**config.mk**
```make
export PLATFORM = sky130hd
export DESIGN_NAME = mem_err_top
export DESIGN_NICKNAME = d
export VERILOG_FILES = /design/src/mem_err_pkg.sv /design/src/ecc_syndrome_check.sv /design/src/error_log_ctrl.sv /design/src/pespea_regs.sv /design/src/mem_err_top.sv
export SDC_FILE = /design/constraint.sdc
export NUM_CORES = 1
export LEC_CHECK = 0
export BUFFER_PORTS_ARGS = -buffer_cell sky130_fd_sc_hd__buf_2
export CAP_MARGIN = 10
export CORE_MARGIN = 2
export CORE_UTILIZATION = 35
export CTS_CLUSTER_DIAMETER = 50
export DETAILED_ROUTE_END_ITERATION = 7
export HOLD_SLACK_MARGIN = 0.15
export PLACE_DENSITY = 0.54
export REMOVE_ABC_BUFFERS = 1
export SLEW_MARGIN = 20
export SYNTH_ARGS = -nofsm -noshare
export SYNTH_HDL_FRONTEND = slang
export SYNTH_SLANG_ARGS = --single-unit
```
**constraint.sdc**
```tcl
create_clock -name clk -period 3.55 [get_ports clk]
set_input_delay 0 -clock clk [delete_from_list [all_inputs] [get_ports clk]]
set_output_delay 0 -clock clk [all_outputs]
set_load 0.02 [all_outputs]
```
**src/mem_err_pkg.sv**
```systemverilog
// Shared widths, record types and the Hamming layout for the memory-error
// logging block. The RTL and the testbench both take their definitions from
// here, so the codeword layout has only one description.
package mem_err_pkg;

   // Physical address width of a memory reference.
   localparam int addr_w = 24;

   // Width of one data word and of the internal data bus.
   localparam int data_w = 16;

   // Check bits per word. Bits 0 to 4 are Hamming bits and bit 5 is the
   // overall parity over the whole 22-bit codeword.
   localparam int chk_w = 6;

   // Width of the error code, which is the Hamming syndrome.
   localparam int code_w = 5;

   // Highest Hamming codeword position. Positions run from 1 to 21 and the
   // overall parity bit sits outside this numbering.
   localparam int cw_last = data_w + chk_w - 1;

   // One returned memory read as it arrives from the memory bus.
   typedef struct packed {
      logic [addr_w-1:0] addr;
      // Set for an instruction fetch, an examine or a deposit.
      logic              fetch;
      logic              dma;
      logic [data_w-1:0] data;
      logic [chk_w-1:0]  check;
   } mem_ref_t;

   // Registered result of the SEC-DED check.
   typedef struct packed {
      logic [addr_w-1:0] addr;
      logic              fetch;
      logic              dma;
      // Data after single-bit correction.
      logic [data_w-1:0] data;
      // Syndrome of the checked word.
      logic [code_w-1:0] code;
      // Multiple-bit error, data left as received.
      logic              fatal;
      // Any error at all in this word.
      logic              err;
   } ecc_result_t;

   // Field layout of the PES register as software sees it.
   typedef struct packed {
      logic                     fetch;
      logic                     dma;
      logic                     fatal;
      logic [code_w-1:0]        code;
      logic [addr_w-data_w-1:0] addr_hi;
   } pes_fields_t;

   // The PES word is loaded field by field but read back as one bus word.
   typedef union packed {
      logic [data_w-1:0] raw;
      pes_fields_t       fields;
   } pes_word_u;

   // Returns the codeword position of data bit idx. Data bits fill the
   // positions that are not a power of two, in ascending order.
   function automatic logic [code_w-1:0] data_pos(input int unsigned idx);
      int unsigned cnt;
      logic [code_w-1:0] pos;
      cnt = 0;
      pos = '0;
      for (int p = 1; p <= cw_last; p++) begin
         // A power of two holds a Hamming check bit, so skip it.
         if ((p & (p - 1)) != 0) begin
            if (cnt == idx) begin
               pos = p[code_w-1:0];
            end
            cnt++;
         end
      end
      return pos;
   endfunction

endpackage

```
**src/ecc_syndrome_check.sv**
```systemverilog
`timescale 1ns/1ps

// Single pipeline stage of the SEC-DED checker.
// The stage rebuilds the 21-position Hamming codeword from the returned data
// and check bits, computes the syndrome and the overall parity, corrects a
// single flipped bit and flags anything worse as fatal. Results appear one
// cycle after mem_valid and a new read is taken every cycle.
module ecc_syndrome_check (
   input  logic                     clk,
   input  logic                     arst_n,
   input  logic                     mem_valid,
   input  mem_err_pkg::mem_ref_t    mem_ref,
   output logic                     res_valid,
   output mem_err_pkg::ecc_result_t res
);

   // Codeword as received and after correction, indexed by position.
   logic [mem_err_pkg::cw_last:1] cw;
   logic [mem_err_pkg::cw_last:1] cw_fix;

   // Recomputed syndrome and overall parity mismatch.
   logic [mem_err_pkg::code_w-1:0] syn;
   logic par_err;

   // Error class of the incoming word.
   logic single_err;
   logic multi_err;

   // Corrected data taken back out of the codeword.
   logic [mem_err_pkg::data_w-1:0] data_fix;

   // Next result and the registered payload.
   mem_err_pkg::ecc_result_t res_d;
   mem_err_pkg::ecc_result_t res_q;

   // Error flag kept apart from the payload so that it reads low between reads.
   logic err_q;

   // Rebuild the codeword from the check and data bits.
   always_comb begin
      cw = '0;
      // Hamming bit k sits at position 2**k.
      for (int k = 0; k < mem_err_pkg::code_w; k++) begin
         cw[1 << k] = mem_ref.check[k];
      end
      for (int i = 0; i < mem_err_pkg::data_w; i++) begin
         cw[mem_err_pkg::data_pos(i)] = mem_ref.data[i];
      end
   end

   // The syndrome is the XOR of the indices of all set positions. This equals
   // one even-parity check per index bit, with the check bit included.
   always_comb begin
      syn = '0;
      for (int p = 1; p <= mem_err_pkg::cw_last; p++) begin
         if (cw[p]) begin
            syn = syn ^ p[mem_err_pkg::code_w-1:0];
         end
      end
   end

   // Overall parity covers all 22 bits and must come out even.
   assign par_err = ^cw ^ mem_ref.check[mem_err_pkg::chk_w-1];

   // A parity mismatch with a syndrome inside the codeword is one flipped bit.
   // A syndrome of zero then points at the overall parity bit itself.
   assign single_err = par_err && (syn <= mem_err_pkg::cw_last);

   // Even parity with a nonzero syndrome means two flips. A syndrome beyond
   // the last position cannot come from a single flip either.
   assign multi_err = (!par_err && (syn != '0)) ||
                      (par_err && (syn > mem_err_pkg::cw_last));

   // Flip the failing position back. Position 0 is the parity bit, which
   // carries no data and needs no repair here.
   always_comb begin
      cw_fix = cw;
      if (single_err && (syn != '0)) begin
         cw_fix[syn] = ~cw[syn];
      end
      for (int i = 0; i < mem_err_pkg::data_w; i++) begin
         data_fix[i] = cw_fix[mem_err_pkg::data_pos(i)];
      end
   end

   // Assemble the result record for the register stage.
   always_comb begin
      res_d.addr  = mem_ref.addr;
      res_d.fetch = mem_ref.fetch;
      res_d.dma   = mem_ref.dma;
      // Fatal words go out exactly as received.
      res_d.data  = multi_err ? mem_ref.data : data_fix;
      res_d.code  = syn;
      res_d.fatal = multi_err;
      res_d.err   = single_err || multi_err;
   end

   // Valid and error flags are control state and start out low.
   always_ff @(posedge clk or negedge arst_n) begin
      if (!arst_n) begin
         res_valid <= 1'b0;
         err_q     <= 1'b0;
      end else begin
         res_valid <= mem_valid;
         err_q     <= mem_valid && res_d.err;
      end
   end

   // Payload is only loaded when a read arrives.
   always_ff @(posedge clk) begin
      if (mem_valid) begin
         res_q <= res_d;
      end
   end

   // The output record takes its error flag from the reset register.
   always_comb begin
      res     = res_q;
      res.err = err_q;
   end

   // A fatal result must always be reported as an error as well.
   assert property (@(posedge clk) disable iff (!arst_n)
      res_valid |-> (res.err || !res.fatal));

endmodule

```
**src/error_log_ctrl.sv**
```systemverilog
`timescale 1ns/1ps

// Logging controller for PEA and PES.
// The first error after an unlock is captured into both registers and the
// lock is set. While the lock is set the registers are frozen and err_irq is
// high. Software clears the lock by reading PES.
module error_log_ctrl (
   input  logic clk,
   input  logic arst_n,
   input  logic res_valid,
   input  logic res_err,
   input  logic epes_n,
   output logic spea,
   output logic spes,
   output logic err_irq
);

   // Set while a logged error waits for software.
   logic lock_q;

   // Capture request for the current result cycle.
   logic capture;

   // Capture any valid error result as long as nothing is held.
   assign capture = res_valid && res_err && !lock_q;

   // Both load enables pulse in the same result cycle.
   assign spea = capture;
   assign spes = capture;

   // The lock is set by a capture and cleared by a PES read.
   // A capture in the same cycle as a PES read keeps the lock set, so the
   // new error is never lost.
   always_ff @(posedge clk or negedge arst_n) begin
      if (!arst_n) begin
         lock_q <= 1'b0;
      end else if (capture) begin
         lock_q <= 1'b1;
      end else if (!epes_n) begin
         lock_q <= 1'b0;
      end
   end

   // The interrupt level follows the lock directly.
   assign err_irq = lock_q;

   // No load enable may disturb a logged error.
   assert property (@(posedge clk) disable iff (!arst_n)
      lock_q |-> !(spea || spes));

endmodule

```
**src/pespea_regs.sv**
```systemverilog
`timescale 1ns/1ps

// PEA and PES diagnostic registers.
// PEA holds the low 16 address bits of the logged error. PES holds the
// reference type, the fatal flag, the error code and the upper address byte.
// Both are read onto the internal data bus through active-low enables.
module pespea_regs (
   input  logic                           clk,
   input  logic                           arst_n,
   input  logic                           spea,
   input  logic                           spes,
   input  logic                           epea_n,
   input  logic                           epes_n,
   input  mem_err_pkg::ecc_result_t       res,
   output logic [mem_err_pkg::data_w-1:0] idb
);

   // Parity error address, low part of the failing address.
   logic [mem_err_pkg::data_w-1:0] pea_q;

   // Parity error status, loaded by field and read back raw.
   mem_err_pkg::pes_word_u pes_q;

   // Both registers read as zero until the first error is logged.
   always_ff @(posedge clk or negedge arst_n) begin
      if (!arst_n) begin
         pea_q     <= '0;
         pes_q.raw <= '0;
      end else begin
         // The address strobe loads PEA and also the PES low byte with the
         // upper address bits, so the full address is captured together.
         if (spea) begin
            pea_q                <= res.addr[mem_err_pkg::data_w-1:0];
            pes_q.fields.addr_hi <= res.addr[mem_err_pkg::addr_w-1:mem_err_pkg::data_w];
         end
         // The status strobe loads the PES high byte.
         if (spes) begin
            pes_q.fields.fetch <= res.fetch;
            pes_q.fields.dma   <= res.dma;
            pes_q.fields.fatal <= res.fatal;
            // For a single error the code names the corrected position.
            pes_q.fields.code  <= res.code;
         end
      end
   end

   // Readback mux onto the internal data bus.
   // The bus is driven with zero when neither register is selected.
   always_comb begin
      if (!epea_n) begin
         idb = pea_q;
      end else if (!epes_n) begin
         idb = pes_q.raw;
      end else begin
         idb = '0;
      end
   end

   // The CPU never selects both registers at once.
   assert property (@(posedge clk) disable iff (!arst_n)
      !(!epea_n && !epes_n));

endmodule

```
**src/mem_err_top.sv**
```systemverilog
`timescale 1ns/1ps

// Top level of the memory-error logging block.
// A returned read passes through the SEC-DED stage, which corrects it and
// reports errors. The logging controller decides when the error is captured
// into PEA and PES, which the CPU reads over the internal data bus.
module mem_err_top (
   input  logic                           clk,
   input  logic                           arst_n,
   input  logic                           mem_valid,
   input  logic [mem_err_pkg::addr_w-1:0] mem_addr,
   input  logic                           mem_fetch,
   input  logic                           mem_dma,
   input  logic [mem_err_pkg::data_w-1:0] mem_data,
   input  logic [mem_err_pkg::chk_w-1:0]  mem_check,
   input  logic                           epea_n,
   input  logic                           epes_n,
   output logic                           corr_valid,
   output logic [mem_err_pkg::data_w-1:0] corr_data,
   output logic                           err_flag,
   output logic [mem_err_pkg::data_w-1:0] idb,
   output logic                           err_irq
);

   // Returned read gathered into one record.
   mem_err_pkg::mem_ref_t mem_ref;

   // Registered check result and its strobe.
   mem_err_pkg::ecc_result_t res;
   logic res_valid;

   // Load enables for PEA and PES.
   logic spea;
   logic spes;

   assign mem_ref = '{addr:  mem_addr,
                      fetch: mem_fetch,
                      dma:   mem_dma,
                      data:  mem_data,
                      check: mem_check};

   ecc_syndrome_check u_ecc_syndrome_check (
      .clk       (clk),
      .arst_n    (arst_n),
      .mem_valid (mem_valid),
      .mem_ref   (mem_ref),
      .res_valid (res_valid),
      .res       (res)
   );

   error_log_ctrl u_error_log_ctrl (
      .clk       (clk),
      .arst_n    (arst_n),
      .res_valid (res_valid),
      .res_err   (res.err),
      .epes_n    (epes_n),
      .spea      (spea),
      .spes      (spes),
      .err_irq   (err_irq)
   );

   pespea_regs u_pespea_regs (
      .clk    (clk),
      .arst_n (arst_n),
      .spea   (spea),
      .spes   (spes),
      .epea_n (epea_n),
      .epes_n (epes_n),
      .res    (res),
      .idb    (idb)
   );

   // Corrected read data goes straight back to the CPU side.
   assign corr_valid = res_valid;
   assign corr_data  = res.data;

   // The error flag is only set in a valid result cycle.
   assign err_flag   = res.err;

endmodule

```
==> results.toml, run 1 <==
[placement]
routabilityCongestion = 0.857
place_ws_ns = 0.863
port_buffers = 87
dp_hpwl_um = 6220

[yosys]
synthTopCellsByArea = "edfxtp_1 35%, dfrtp_1 21%, mux2_2 11%"
synthCells = 322
ys_top_cells_by_count = "48 x edfxtp_1, 39 x mux2_2, 35 x dfrtp_1"
yosys.area.top_type_share_pct = 34.9
yosysTopAreaCell = "edfxtp_1"
synth_edf_count = 48
yosysMostFrequentCell = "edfxtp_1"
synth_seq_cells = 83
syn-mean-instance-area_um2 = 12.8
yosysWarnings = 0
synth_seq_area_share_pct = 56.1
ys_types = 45
syn_area_mm2 = 0.00413
synthArstFlopShare_pct = 42.2
synthFlopType = "edfxtp_1"

[grt]
antenna_found_initial = 0
overflow = 0
grt_util_all_layers_pct = 14.7
grt_pass1_wl_um = 14400
grt_max_degree = 36
grt_pass1_vias = 2808

[floorplanning]
row_count = 39
coreArea_mm2 = 0.0115
die_area_mm2 = 0.0127
die_h_um = 113
num_io_pins = 88
start_util_pct = 36.0
die-width_um = 113

[timing]
finalClockSkew_ns = 0.00626
rsz0062_at_grt = "false"
setup_ws_ns = 0.705
final-max-slew-violation-count = 0
tns_ns = 0
relSlewSlack_pct = 46.3
fin_hold_ws_ns = 0.193
worst_pin_slew_ns = 0.806
post-route-min-period_ns = 2.85
fmax_mhz = 351
final.period_utilization_pct = 80.1
setup_violations = 0
final-hold-violation-count = 0

[critical_path]
r2r_start = "u_error_log_ctrl.err_irq"
crit_slowest_cell = "dlygate4sd3_1"
end_kind = "flop"
timing.critical_path.buf_inv = 3
r2r_end = "u_pespea_regs.pea_q[1]"
crit_family = "XOR/XNOR gates"
critPathLaunchType = "input port"
cpMostUsedCell = "xnor2_1"
crit_arrival_ns = 2.93
criticalPathCategory = "input port to flop"
r2r.worst_path.cells = 3
crit_path_max_incr_delay_ns = 0.53
crit_fanout = 9
cp.required_ns = 3.63
path_cells = "dlygate4sd3_1 -> buf_2 -> xnor2_1 -> xnor2_1 -> xor2_1 -> clkinv_1 -> xnor2_2 -> nand3_1 -> nor2_1 -> mux2_1"
r2r_setup_slack_ns = 1.68

[hold_path]
hold_path.class = "input port to flop"
hold_start = "mem_valid"
hold_depth = 1
hold_path_end = "u_ecc_syndrome_check.res_valid"

[routing]
via_per_inst = 4.69
drt_iter0_drc = 133
antenna_left = 0
dr.pass1.iters = 4
wl_per_cell_um = 15.0
via_count = 2775
detail_route.wirelength_um = 8890
route.detailed.drc = 0

[clocking]
cts_sinks = 83
cts_hold_buf = 43
cts_buffers = 9
clk_path_buf_depth = 2
cts_tree = "done"
postCtsSetupRepairBufs = 0
clk_latency_ns = 0.33
cts_htree_levels = 3
postCtsResizedCells = 0
clk_pin_slew_ns = 0.06
cts-root-buf = "clkbuf_16"

[power]
powerDensity_mw_per_mm2 = 585
ir_worst_vdd_v = 0.000329
power_uw = 3110
power_leakage_uw = 0.00224

[status]
status = "complete, no violations"

[finish]
final_util_pct = 46.4
area_growth_pct = 28.7
nets = 497
num_antenna_cells = 0
drive_above_1_share_pct = 34.3

[run]
max_cap_violations = 0
final cells by class:
cell class / instances / area, um2
flip-flops and latches: 83 / 2320
repair buffers: 133 / 888
inverters: 23 / 86.3
multi-input cells: 194 / 1580
fillers: 1032 / 6150
clock inverters: 5 / 30.0
clock buffers: 11 / 233
well taps: 143 / 179
power by group:
part | switching [uW] | total (uW) | internal (uW)
combinational | 546 | 966 | 421
sequential | 79.8 | 1320 | 1240
clock | 358 | 827 | 469
total | 984 | 3110 | 2130
registers in the layout, indices dropped and copies added, names as in the netlist:
register	count
u_error_log_ctrl.err_irq	1
u_ecc_syndrome_check.err_q	1
u_pespea_regs.pes_q	16
u_pespea_regs.pea_q	16
u_ecc_syndrome_check.res_valid	1
u_ecc_syndrome_check.res	48
how the worst max path moves through the flow:
stage | cells after the start | slack [ns] | start | endpoint
2_1_floorplan | 7 | 1.40 | mem_data[3] | u_ecc_syndrome_check.res[18]
3_3_place_gp | 9 | 0.91 | mem_data[15] | u_ecc_syndrome_check.res[9]
3_5_place_dp | 9 | 0.86 | mem_data[15] | u_ecc_syndrome_check.res[9]
4_1_cts | 10 | 0.78 | mem_data[6] | u_ecc_syndrome_check.res[11]
5_1_grt | 10 | 0.55 | mem_data[14] | u_ecc_syndrome_check.res[9]
6_report | 10 | 0.70 | mem_data[14] | u_ecc_syndrome_check.res[9]
layout by cell type, fill, tap and decap left out, types with 3 or more instances in the layout:
master,n
buf_2,87
edfxtp_1,48
dlygate4sd3_1,43
mux2_2,39
dfrtp_1,35
o21ai_0,24
nand2_1,24
inv_1,21
xnor2_1,20
nor2_1,15
xor2_1,14
clkbuf_16,9
nor3_1,6
a21oi_1,6
nand3_1,5
xnor2_2,3
clkinv_1,3
nor3b_1,3
clkinvlp_4,3
buf_4,3
layer usage:
metal / vias up / global-route usage [%] / routed length [um] / share of wire, %
met4: 0 / 5.37 / 159 / 1.8
met1: 1321 / 19.5 / 4140 / 47
met2: 90 / 23.4 / 4150 / 47
met3: 11 / 3.89 / 434 / 4.9
li1: 1353 / - / - / -
met5: - / 0 / 0 / 0
worst register-to-register path, cell delays in order (launching register included):
cell and delay (ns):
dfrtp_1 0.38, nand3b_1 0.60, buf_4 0.47, mux2_2 0.30
metrics by stage:
step	instance area [um2]	instances
floorplan	3990	300
global placement	4620	533
detailed placement	4620	533
CTS	5320	592
global route	5320	592
finish	5320	592
kinds of logic (layout without fill, tap and decap cells):
group | count (synthesis) | in the layout | share of synthesized area, %
buffers and inverters | 45 | 172 | 5.54
XOR/XNOR | 45 | 45 | 13.1
AO/OA/AOI/OAI | 42 | 42 | 6.18
AND/OR/NAND/NOR | 64 | 64 | 7.42
flip-flops | 83 | 83 | 56.1
multiplexers | 43 | 43 | 11.7
Note: power is estimated with default switching activity, not from simulation.
==> inputs of run 2 (changes only) <==
clock period = 3 ns   (was 3.55 ns; I/O delays follow)
==> results.toml, run 2 (synthesis results as in run 1) <==
[clocking]
cts_tree = "done"
cts_sinks = 83
clk_path_buf_depth = 2
clk_pin_slew_ns = 0.06
cts_htree_levels = 3
cts_buffers = 9
cts-root-buf = "clkbuf_16"
clk_latency_ns = 0.33

[routing]
wl_per_cell_um = 15.0
route.detailed.drc = 0
highest_layer = "met4"
detail_route.wirelength_um = 8880
wl_met2_um = 4280
wl_met3_um = 415
via_per_inst = 4.76
dr.pass1.iters = 4
wl_met1_um = 4090
drt_iter0_drc = 217
via_count = 2821
antenna_left = 0

[critical_path]
crit_slowest_cell = "xnor3_4"
critPathLaunchType = "input port"
crit_fanout = 8
crit_arrival_ns = 2.85
end_kind = "flop"
path_cells = "dlygate4sd3_1 -> buf_2 -> xor2_2 -> xnor3_4 -> xnor2_4 -> xor2_4 -> inv_2 -> nand2_1 -> nor3_1 -> mux2_2"
crit_path_max_incr_delay_ns = 0.63
cp.required_ns = 3.08
criticalPathCategory = "input port to flop"

[grt]
grt_pass1_wl_um = 14200
grt_pass1_vias = 2822
overflow = 0
grt_max_degree = 51
grt_util_all_layers_pct = 14.4
antenna_found_initial = 0

[power]
power_leakage_uw = 0.00228
ir_worst_vdd_v = 0.000497
powerDensity_mw_per_mm2 = 722

[finish]
nets = 498
num_antenna_cells = 0
final_common_cell = "buf_2"
area_growth_pct = 30.6
fin_area_mm2 = 0.00539
largest_reg_flops = 48
final_cell_mix = "87 x buf_2, 48 x edfxtp_1, 43 x dlygate4sd3_1"
drive_above_1_share_pct = 35.1

[placement]
place_ws_ns = 0.279
place_area_mm2 = 0.00463
port_buffers = 87
dp_hpwl_um = 6200
routabilityCongestion = 0.853

[timing]
rsz0062_at_grt = "false"
worst_pin_slew_ns = 0.826
final-max-slew-violation-count = 0
final.period_utilization_pct = 92.3
post-route-min-period_ns = 2.77
fmax_mhz = 361
final-hold-violation-count = 0
finalClockSkew_ns = 0.00966
setup_ws_ns = 0.230
setup_violations = 0
tns_ns = 0
relSlewSlack_pct = 44.9

[hold_path]
hold_path.class = "input port to flop"

[floorplanning]
die_area_mm2 = 0.0127
num_io_pins = 88
row_count = 39
die_h_um = 113
die-width_um = 113
start_util_pct = 36.0
coreArea_mm2 = 0.0115

[run]
max_cap_violations = 0

[status]
status = "complete, no violations"
-- run 2: cell types whose count changed in the layout (fill, tap and decap cells not counted) --
cell        before  now
clkbuf_8         0    1
clkinv_1         3    0
inv_2            1    2
bufinv_16        0    2
clkinvlp_4       3    1
inv_4            0    1
xnor2_4          2    3
buf_4            3    4
xnor2_2          3    2
-- run 2: per-stage QoR --
| step | std cells | total power, uW | hold WS, ns | util, % |
|---|---|---|---|---|
| 2_1_floorplan | 300 | 2360 | -0.296 | - |
| 3_3_place_gp | 534 | 2670 | 0.143 | 40.4 |
| 3_5_place_dp | 534 | 2690 | 0.146 | 40.4 |
| 4_1_cts | 593 | 3930 | 0.244 | 46.9 |
| 5_1_grt | 593 | 4110 | 0.268 | 47.0 |
| 6_report | 593 | 3890 | 0.246 | 47.0 |
-- run 2: worst paths after layout --
kind | slack, ns | cells after the start | endpoint | from
max | 0.23 | 10 | u_ecc_syndrome_check.res[11] | mem_data[6]
min | 0.25 | 2 | u_ecc_syndrome_check.res_valid | mem_valid
max reg2reg | 1.26 | 3 | u_pespea_regs.pes_q[0] | u_error_log_ctrl.err_irq
min reg2reg | 0.47 | 1 | u_pespea_regs.pes_q[10] | u_ecc_syndrome_check.res[4]
max in group asynchronous | 2.15 | 2 | u_ecc_syndrome_check.err_q | arst_n
min in group asynchronous | 0.31 | 2 | u_pespea_regs.pea_q[12] | arst_n
-- run 2: repair_timing --
item | CTS | global route
hold buffers | 43 | 0
gates resized for setup | 0 | 2
endpoints found under the hold margin | 77 | 0
setup buffers | 0 | 0
setup endpoints to repair | 0 | 1
-- run 2: worst max-delay path: cells and delay by family --
kind / cells / cell delay, ns
XOR/XNOR: 4 / 1.23
buffers and inverters: 3 / 0.87
AND/OR/NAND/NOR: 2 / 0.39
multiplexers: 1 / 0.36
-- run 2: power breakdown --
group / switching (uW) / total (uW) / internal, uW
Clock: 420 / 1170 / 752
Combinational: 650 / 1160 / 510
Sequential: 94.3 / 1560 / 1470
Total: 1160 / 3890 / 2730
-- run 2: metal layers --
layer,global-route usage [%],up-vias
met2,24.0,68
met4,4.88,0
met3,3.13,9
li1,-,1363
met5,0,-
met1,18.7,1381
-- run 2: final cells by class --
cell class | count | area (um2)
Fill cell | 1072 | 6070
Sequential cell | 83 | 2320
Multi-Input combinational cell | 194 | 1600
Timing Repair Buffer | 134 | 896
Clock buffer | 12 | 246
Tap cell | 143 | 179
Inverter | 23 | 86.3
Clock inverter | 4 | 73.8
==> inputs of run 3 (changes only) <==
--- a/config.mk
+++ b/config.mk
@@ -8,4 +8,5 @@
 export BUFFER_PORTS_ARGS = -buffer_cell sky130_fd_sc_hd__buf_2
 export CAP_MARGIN = 10
+export CORE_ASPECT_RATIO = 0.7
 export CORE_MARGIN = 2
 export CORE_UTILIZATION = 35
==> constraint.sdc (replaced) <==
create_clock -name clk -period 3 [get_ports clk]
set_input_delay 0 -clock clk [delete_from_list [all_inputs] [get_ports clk]]
set_output_delay 0 -clock clk [all_outputs]
set_load 0.05 [all_outputs]
==> results.toml, run 3 (synthesis results as in run 1) <==
[status]
status = "complete, no violations"

[power]
power_leakage_uw = 0.00229
ir_worst_vdd_v = 0.000250
clkPwrFrac_pct = 28.3
powerDensity_mw_per_mm2 = 760
p_sw_uw = 1390
p_seq_share_pct = 37.9
p_comb_share_pct = 33.8
swShare_pct = 33.6
intPower_uw = 2740

[timing]
finalClockSkew_ns = 0.00422
final-hold-violation-count = 0
setup_violations = 0
final.period_utilization_pct = 94.3
relSlewSlack_pct = 43.0
worst_pin_slew_ns = 0.853
fin_hold_ws_ns = 0.209
rsz0062_at_grt = "false"
final-max-slew-violation-count = 0
tns_ns = 0
post-route-min-period_ns = 2.83
fmax_mhz = 353

[grt]
use_met1_pct = 22.2
grt_pass1_vias = 2722
overflow = 0
antenna_found_initial = 0
grt_pass1_wl_um = 14600
met2_usage_pct = 22.2
grt_max_degree = 36
grt_util_met3_pct = 4.29
grt_util_all_layers_pct = 15.2
top_usage_layer = "met1"

[finish]
final_common_cell = "buf_2"
num_antenna_cells = 0
fin_area_mm2 = 0.00543
area_growth_pct = 31.5
drive_above_1_share_pct = 35.3
nets = 499
final_util_pct = 46.8
largest_reg_flops = 48
final_cell_mix = "87 x buf_2, 48 x edfxtp_1, 43 x dlygate4sd3_1"

[placement]
routabilityCongestion = 0.818
port_buffers = 87
place_area_mm2 = 0.00467
dp_hpwl_um = 6440

[routing]
via_count = 2818
route.detailed.drc = 0
via_per_inst = 4.63
drt_iter0_drc = 172
antenna_left = 0
wl_per_cell_um = 15.3
dr.pass1.iters = 5
detail_route.wirelength_um = 9270

[critical_path]
r2r_setup_slack_ns = 1.13
cp.required_ns = 3.07
critPathLaunchType = "input port"
r2r_end = "u_pespea_regs.pea_q[12]"
criticalPathCategory = "input port to flop"
r2r.worst_path.cells = 3
crit_arrival_ns = 2.90
end_kind = "flop"
crit_fanout = 6
r2r_start = "u_error_log_ctrl.err_irq"

[hold_path]
hold_path_end = "u_ecc_syndrome_check.res_valid"
hold_path.class = "input port to flop"
hold_start = "mem_valid"
hold_depth = 1

[floorplanning]
start_util_pct = 35.6
die-width_um = 134
die_area_mm2 = 0.0127
die_h_um = 94.9
row_count = 33
num_io_pins = 88
coreArea_mm2 = 0.0116

[clocking]
postCtsSetupRepairBufs = 0
clk_path_buf_depth = 2
cts_buffers = 9
cts_htree_levels = 3
clk_latency_ns = 0.33
clk_pin_slew_ns = 0.06
cts-root-buf = "clkbuf_16"
cts_sinks = 83
cts_tree = "done"

[run]
max_cap_violations = 0
==> run 3: cell count changes in the layout (fill, tap and decap cells not counted), sizes merged <==
cell and delta:
inv -1, buf +1, clkinvlp +1
==> run 3: area by class of cell <==
class                   instances  area (um2)
repair buffers                135         916
inverters                      23        86.3
fillers                      1074        6170
well taps                     157         196
flip-flops and latches         83        2320
multi-input cells             194        1600
clock inverters                 4        75.1
clock buffers                  12         246
==> run 3: power groups by stage <==
stage | sequential, uW | combinational [uW] | clock, uW
3_5_place_dp | 1590 | 1330 | 0
6_report | 1560 | 1390 | 1170
5_1_grt | 1590 | 1510 | 1250
3_3_place_gp | 1580 | 1310 | 0
2_1_floorplan | 1660 | 893 | 0
4_1_cts | 1570 | 1380 | 1210
==> run 3: timing repair <==
item / 4_1_cts / 5_1_grt
setup endpoints to repair: 0 / 2
hold endpoints to repair: 77 / 0
hold buffers: 43 / 0
resized for setup: 0 / 2
==> run 3: worst max-delay path by stage <==
| stage | start | to | slack, ns | depth (start not counted) |
|---|---|---|---|---|
| floorplan | u_ecc_syndrome_check.res_valid | u_pespea_regs.pea_q[0] | 0.84 | 2 |
| global placement | mem_data[15] | u_ecc_syndrome_check.res[9] | 0.19 | 9 |
| global route | mem_data[1] | u_ecc_syndrome_check.res[21] | 0.06 | 9 |
| CTS | mem_data[14] | u_ecc_syndrome_check.res[9] | 0.12 | 10 |
| detailed placement | mem_data[15] | u_ecc_syndrome_check.res[9] | 0.30 | 9 |
| finish | mem_data[1] | u_ecc_syndrome_check.res[21] | 0.17 | 9 |
==> run 3: metrics by stage <==
step | std cells | worst slack, ns | total power (uW)
final | 608 | 0.170 | 4130
after global placement | 549 | 0.187 | 2900
after floorplan | 300 | 0.843 | 2550
after global routing | 608 | 0.0561 | 4350
after CTS | 608 | 0.118 | 4150
after detailed placement | 549 | 0.301 | 2920
==> run 3: worst max-delay path, cell delays in order <==
cell,delay [ns]
dlygate4sd3_1,0.53
buf_2,0.15
xnor2_1,0.42
xor3_1,0.47
xnor2_1,0.48
inv_1,0.17
and4_1,0.24
nand3_1,0.09
mux2_2,0.35
==> run 3: metal layers <==
layer / share of wire, % / vias to the layer above
met5: 0 / -
met4: 0.93 / 0
met3: 6.7 / 9
met2: 43 / 94
met1: 49 / 1349
li1: - / 1366
